`src/vadd_macros.svh`:
```
// Lane count, lane width and test length macros for the vector adder
`ifndef VADD_MACROS_SVH
`define VADD_MACROS_SVH

// Number of adder lanes
`define VADD_LANES 4

// Bits per lane, the prefix tree only supports 16
`define VADD_WIDTH 16

// Random requests per test run
`define VADD_NUM_REQ 200

`endif

```
`src/lane_pkg.sv`:
```
// Per-lane data types: lane word, packed lane vector and per-lane flag bits
`include "vadd_macros.svh"

package lane_pkg;

	// One lane operand or sum
	typedef logic [`VADD_WIDTH-1:0] lane_word_t;

	// All lane words side by side, lane 0 in the low bits
	typedef lane_word_t [`VADD_LANES-1:0] lane_vec_t;

	// One flag per lane
	typedef logic [`VADD_LANES-1:0] lane_bits_t;

endpackage

```
`src/cmd_pkg.sv`:
```
// Operation and mode enums, request and result structs
`include "vadd_macros.svh"

package cmd_pkg;

	import lane_pkg::*;

	typedef enum logic {
		OP_ADD = 1'b0,
		OP_SUB = 1'b1
	} op_e;

	// Split gives independent lanes, chained links all lane carries
	typedef enum logic {
		MODE_SPLIT = 1'b0,
		MODE_CHAIN = 1'b1
	} mode_e;

	typedef struct packed {
		lane_vec_t a;
		lane_vec_t b;
		op_e       op;
		mode_e     mode;
	} vadd_req_t;

	typedef struct packed {
		lane_vec_t  sum;
		lane_bits_t carry;
		lane_bits_t overflow;
		lane_bits_t zero;
	} vadd_res_t;

endpackage

```
`src/han_carlson_tree.sv`:
```
// Han-Carlson carry prefix network for one 16-bit lane
`timescale 1ns/1ps
`include "vadd_macros.svh"

module han_carlson_tree (
	input  lane_pkg::lane_word_t p,
	input  lane_pkg::lane_word_t g,
	output lane_pkg::lane_word_t c
);

	import lane_pkg::*;

	// log2 of the lane width
	localparam int NUM_STAGES = 4;

	// Group generate and propagate after each stage, stage 0 is the input
	lane_word_t gs [0:NUM_STAGES];
	lane_word_t ps [0:NUM_STAGES];

	// Odd positions only, span doubles every stage
	always_comb begin
		int d;
		gs[0] = g;
		ps[0] = p;
		for (int s = 1; s <= NUM_STAGES; s++) begin
			d = 1 << (s - 1);
			gs[s] = gs[s-1];
			ps[s] = ps[s-1];
			for (int i = 1; i < `VADD_WIDTH; i += 2) begin
				if (i >= d) begin
					// Black cell, grey once the lower group reaches bit 0
					gs[s][i] = gs[s-1][i] | (ps[s-1][i] & gs[s-1][i-d]);
					ps[s][i] = ps[s-1][i] & ps[s-1][i-d];
				end
			end
		end
	end

	// Extra grey stage fills the even positions from their odd neighbour
	always_comb begin
		c[0] = gs[NUM_STAGES][0];
		for (int i = 1; i < `VADD_WIDTH; i++) begin
			if (i % 2 == 1)
				c[i] = gs[NUM_STAGES][i];
			else
				c[i] = g[i] | (p[i] & gs[NUM_STAGES][i-1]);
		end
	end

endmodule

```
`src/hc_adder_lane.sv`:
```
// One adder lane: carry-in select, pre-computation, prefix tree, sum and flags
`timescale 1ns/1ps
`include "vadd_macros.svh"

module hc_adder_lane (
	input  lane_pkg::lane_word_t a,
	input  lane_pkg::lane_word_t b,
	input  logic                 cin_base,
	input  logic                 chain_in,
	input  logic                 link_en,
	output lane_pkg::lane_word_t sum,
	output logic                 cout,
	output logic                 overflow
);

	import lane_pkg::*;

	logic                  cin;
	// Shifted by one so bit 0 holds the carry-in
	logic [`VADD_WIDTH:0]  p_ext;
	logic [`VADD_WIDTH:0]  g_ext;
	lane_word_t            carry;

	assign cin = link_en ? chain_in : cin_base;

	assign p_ext = {a ^ b, 1'b0};
	assign g_ext = {a & b, cin};

	han_carlson_tree prefix_tree (
		.p (p_ext[`VADD_WIDTH-1:0]),
		.g (g_ext[`VADD_WIDTH-1:0]),
		.c (carry)
	);

	// carry[k] is the carry into bit k
	assign sum = p_ext[`VADD_WIDTH:1] ^ carry;
	assign cout = g_ext[`VADD_WIDTH] | (p_ext[`VADD_WIDTH] & carry[`VADD_WIDTH-1]);
	assign overflow = cout ^ carry[`VADD_WIDTH-1];

endmodule

```
`src/operand_issue.sv`:
```
// Request register with operand inversion, carry-in and lane link decode
`timescale 1ns/1ps
`include "vadd_macros.svh"

module operand_issue (
	input  logic                  clk,
	input  logic                  rst,
	input  logic                  in_valid,
	input  cmd_pkg::vadd_req_t    req,
	output logic                  issue_valid,
	output lane_pkg::lane_vec_t   lane_a,
	output lane_pkg::lane_vec_t   lane_b,
	output lane_pkg::lane_bits_t  cin_base,
	output lane_pkg::lane_bits_t  link_en
);

	import lane_pkg::*;
	import cmd_pkg::*;

	logic       is_sub;
	logic       is_chain;
	lane_bits_t cin_next;
	lane_bits_t link_next;

	assign is_sub = (req.op == OP_SUB);
	assign is_chain = (req.mode == MODE_CHAIN);

	// Lane 0 never links, the upper lanes take the chain in chained mode
	always_comb begin
		for (int i = 0; i < `VADD_LANES; i++) begin
			cin_next[i] = is_sub & ((i == 0) | ~is_chain);
			link_next[i] = is_chain & (i != 0);
		end
	end

	always_ff @(posedge clk) begin
		if (rst)
			issue_valid <= 1'b0;
		else
			issue_valid <= in_valid;
	end

	// Subtract is a plus inverted b plus one
	always_ff @(posedge clk) begin
		if (in_valid) begin
			lane_a <= req.a;
			lane_b <= is_sub ? ~req.b : req.b;
			cin_base <= cin_next;
			link_en <= link_next;
		end
	end

endmodule

```
`src/result_collect.sv`:
```
// Result register with per-lane zero flags and output strobe
`timescale 1ns/1ps
`include "vadd_macros.svh"

module result_collect (
	input  logic                  clk,
	input  logic                  rst,
	input  logic                  issue_valid,
	input  lane_pkg::lane_vec_t   lane_sum,
	input  lane_pkg::lane_bits_t  lane_cout,
	input  lane_pkg::lane_bits_t  lane_ovf,
	output logic                  out_valid,
	output cmd_pkg::vadd_res_t    res
);

	import lane_pkg::*;

	lane_bits_t zero_flags;

	// Zero is per lane even in chained mode
	always_comb begin
		for (int i = 0; i < `VADD_LANES; i++) begin
			zero_flags[i] = (lane_sum[i] == '0);
		end
	end

	always_ff @(posedge clk) begin
		if (rst)
			out_valid <= 1'b0;
		else
			out_valid <= issue_valid;
	end

	always_ff @(posedge clk) begin
		if (issue_valid) begin
			res.sum <= lane_sum;
			res.carry <= lane_cout;
			res.overflow <= lane_ovf;
			res.zero <= zero_flags;
		end
	end

endmodule

```
`src/vector_adder_top.sv`:
```
// Vector adder top: issue stage, Han-Carlson lanes and result collector
`timescale 1ns/1ps
`include "vadd_macros.svh"

module vector_adder_top (
	input  logic                clk,
	input  logic                rst,
	input  logic                in_valid,
	input  cmd_pkg::vadd_req_t  req,
	output logic                out_valid,
	output cmd_pkg::vadd_res_t  res
);

	import lane_pkg::*;

	logic       issue_valid;
	lane_vec_t  lane_a;
	lane_vec_t  lane_b;
	lane_vec_t  lane_sum;
	lane_bits_t cin_base;
	lane_bits_t link_en;
	lane_bits_t lane_cout;
	lane_bits_t lane_ovf;
	lane_bits_t chain_in;

	operand_issue issue_inst (
		.clk         (clk),
		.rst         (rst),
		.in_valid    (in_valid),
		.req         (req),
		.issue_valid (issue_valid),
		.lane_a      (lane_a),
		.lane_b      (lane_b),
		.cin_base    (cin_base),
		.link_en     (link_en)
	);

	// Carry ripples lane to lane within the cycle, lane 0 sees zero
	assign chain_in = {lane_cout[`VADD_LANES-2:0], 1'b0};

	for (genvar i = 0; i < `VADD_LANES; i++) begin : g_lane
		hc_adder_lane lane_inst (
			.a        (lane_a[i]),
			.b        (lane_b[i]),
			.cin_base (cin_base[i]),
			.chain_in (chain_in[i]),
			.link_en  (link_en[i]),
			.sum      (lane_sum[i]),
			.cout     (lane_cout[i]),
			.overflow (lane_ovf[i])
		);
	end

	result_collect collect_inst (
		.clk         (clk),
		.rst         (rst),
		.issue_valid (issue_valid),
		.lane_sum    (lane_sum),
		.lane_cout   (lane_cout),
		.lane_ovf    (lane_ovf),
		.out_valid   (out_valid),
		.res         (res)
	);

endmodule
```
`config.mk`:
```
export PLATFORM = sky130hd
export DESIGN_NAME = vector_adder_top
export DESIGN_NICKNAME = d
export VERILOG_FILES = /design/src/lane_pkg.sv /design/src/cmd_pkg.sv /design/src/han_carlson_tree.sv /design/src/hc_adder_lane.sv /design/src/operand_issue.sv /design/src/result_collect.sv /design/src/vector_adder_top.sv
export VERILOG_INCLUDE_DIRS = /design/src
export SDC_FILE = /design/constraint.sdc
export NUM_CORES = 1
export LEC_CHECK = 0
export ABC_AREA = 1
export BUFFER_PORTS_ARGS = -buffer_cell sky130_fd_sc_hd__buf_4
export CELL_PAD_IN_SITES_DETAIL_PLACEMENT = 0
export CELL_PAD_IN_SITES_GLOBAL_PLACEMENT = 2
export CORE_MARGIN = 2
export CORE_UTILIZATION = 36
export DETAILED_ROUTE_END_ITERATION = 8
export GPL_TIMING_DRIVEN = 0
export PLACE_DENSITY = 0.95
export SLEW_MARGIN = 20
export SYNTH_ARGS = -nofsm -noshare
export SYNTH_HDL_FRONTEND = slang
export SYNTH_HIERARCHICAL = 1
export SYNTH_SLANG_ARGS = --single-unit
```
`constraint.sdc`:
```
create_clock -name clk -period 15.94 [get_ports clk]
set_input_delay 0.797 -clock clk [delete_from_list [all_inputs] [get_ports clk]]
set_output_delay 0.797 -clock clk [all_outputs]
set_load 0.02 [all_outputs]
```
==> results_dict.tcl <==
set metrics [dict create \
    hpwlAfterDp_mm 19.3 \
    swShare_pct 28.1 \
    max-clock-path-buffers 3 \
    vias_per_cell 4.19 \
    comb_power_share_pct 22.0 \
    ant_nets 0 \
    stdcell_count 2024 \
    drt_first_iter_violations 353 \
    slew_headroom_pct 63.8 \
    die-area_sq_um 33600 \
    setup_tns_ns 0 \
    grt_max_degree 83 \
    finalSetupViolations 0 \
    clkSinkCount 209 \
    initial_core_util_pct 36.6 \
    worst_pin_slew_ns 0.542 \
    dieHeight_microns 183 \
    dr.pass1.iters 4 \
    cts_tree "yes" \
    crit_top_cell "nand2_1" \
    grt_pass1_wl_mm 41.0 \
    syn_area_sq_um 11600 \
    syn_inst 1360 \
    placed_cell_area_sq_um 13700 \
    cts_hold_buffers 0 \
    nNetsFinal 1796 \
    ir_drop_mv 0.0750 \
    avgSynthCellArea_sq_um 8.50 \
    cp.required_ns 16.22 \
    min_period_ns 6.87 \
    crit_buf_inv 0 \
    slew_violations 0 \
    cts_root_buf "clkbuf_16" \
    drc 0 \
    crit_slowest_cell "fa_1" \
    status "finished, final reports clean" \
    endpoint_kind "flop" \
    placement.io_buffers 209 \
    clkPwrFrac_pct 37.3 \
    htreeDepth 1 \
    stdcell_area_sq_um 14600 \
    path_class "flop to flop" \
    clock_skew_ns 0.00735 \
    vias 8476 \
    gr-total-overflow 0 \
    rows 65 \
    cp_top_family "simple AND/OR/NAND/NOR gates" \
    cts_setup_buffers 0 \
    crit_path_max_fanout 5 \
    rsz0062_at_grt "no" \
    grt_antenna_before_repair 3 \
    hold_class "primary input to flop" \
    drt-wirelength-per-cell_microns 12.7 \
    seqPwrFrac_pct 40.7 \
    routabilityCongestion 0.800 \
    power_density_nw_per_um2 115 \
    drive_gt1_share_pct 20.5 \
    wl_mm 25.7 \
    area_growth_pct 26.5 \
    fmax_mhz 146 \
    grtUsageTotal_pct 15.5 \
    io_pins 210 \
    p_leak_nw 7.79 \
    critPathLaunchType "flop" \
    clkLatencyLatePin_ns 0.53 \
    arrival_ns 7.15 \
    core_area_sq_um 31600 \
    cts_resized 0 \
    max_cap_violations 0 \
    syn_nets 1557 \
    min_period_over_period_pct 43.1 \
    internal_power_w 0.00121 \
    clkTransAtPathRegs_ns 0.06 \
    cp_slowest_stage_delay_ns 0.58 \
    grt_pass1_vias 8189 \
    dp_cells 1973 \
    die_w_microns 183 \
    p_switching_w 0.000473 \
    finalPower_w 0.00168 \
    hold_violations 0 \
    cts_buffers 26 \
    ys_warn_count 6 \
]
[routing by layer]
metal  track usage (%)  vias to the layer above  part of all wire (%)
met2              26.5                      153                    47
li1                  -                     4568                     -
met1              19.8                     3718                    45
met3              3.65                       37                   5.4
met4              4.26                        0                   2.5
met5                 0                        -                     0
[worst reg2reg max path, delay by kind of cell, from the launching register on]
family                     cells  cell delay [ns]
adders and majority gates      5             2.41
and+or+nand+nor               42             3.81
DFF                            1             0.36
[cell usage in the layout (no fill, tap or decap), types with 8 or more instances in the layout]
cell and count:
a21o_2 8, a21oi_1 8, buf_4 218, buf_6 12, clkbuf_16 27, edfxtp_1 207
ha_1 60, inv_1 334, nand2_1 580, nand2_2 28, nand3_1 16, nand3_2 8
nor2_1 51
[layout make-up]
cell class	count	area [sq um]
Tap cell	402	503
Timing Repair Buffer	211	1630
Clock buffer	33	718
Sequential cell	209	6260
Buffer	23	215
Antenna cell	3	7.51
Multi-Input combinational cell	789	3820
Clock inverter	15	198
Fill cell	3048	17000
Inverter	339	1270
[state kept, by name (all words and copies together), names as in the netlist]
register and count:
collect_inst/res 76, issue_inst/lane_a 64, issue_inst/lane_b 64, issue_inst/issue_valid 1
issue_inst/cin_base 2, collect_inst/out_valid 1, issue_inst/link_en 1
[power by group through the flow]
| stage | clock network [W] | logic, W | registers [W] |
|---|---|---|---|
| after global routing | 0.000668 | 0.000433 | 0.000690 |
| after detailed placement | 0 | 0.000374 | 0.000697 |
| final | 0.000627 | 0.000370 | 0.000685 |
| after floorplan | 0 | 0.000236 | 0.000713 |
| after CTS | 0.000647 | 0.000376 | 0.000686 |
| after global placement | 0 | 0.000364 | 0.000700 |
[worst paths after layout]
| path | start | end | slack (ns) | cells after the start |
|---|---|---|---|---|
| worst max-delay path | issue_inst/lane_a[0] | collect_inst/res[3] | 9.07 | 47 |
| worst min-delay path | rst | issue_inst/issue_valid | 0.42 | 2 |
| worst max register to register | issue_inst/lane_a[0] | collect_inst/res[3] | 9.07 | 47 |
| worst min register to register | issue_inst/lane_b[47] | collect_inst/res[59] | 0.65 | 1 |
[through the flow]
stage	utilization [%]	hold slack, ns	setup slack, ns
finish	46.2	0.422	9.07
floorplan	-	0.611	10.29
global placement	43.1	0.635	8.93
detailed placement	43.3	0.637	8.89
CTS	46.2	0.401	8.86
global route	46.2	0.406	8.30
Note: power is estimated with default switching activity, not from simulation.
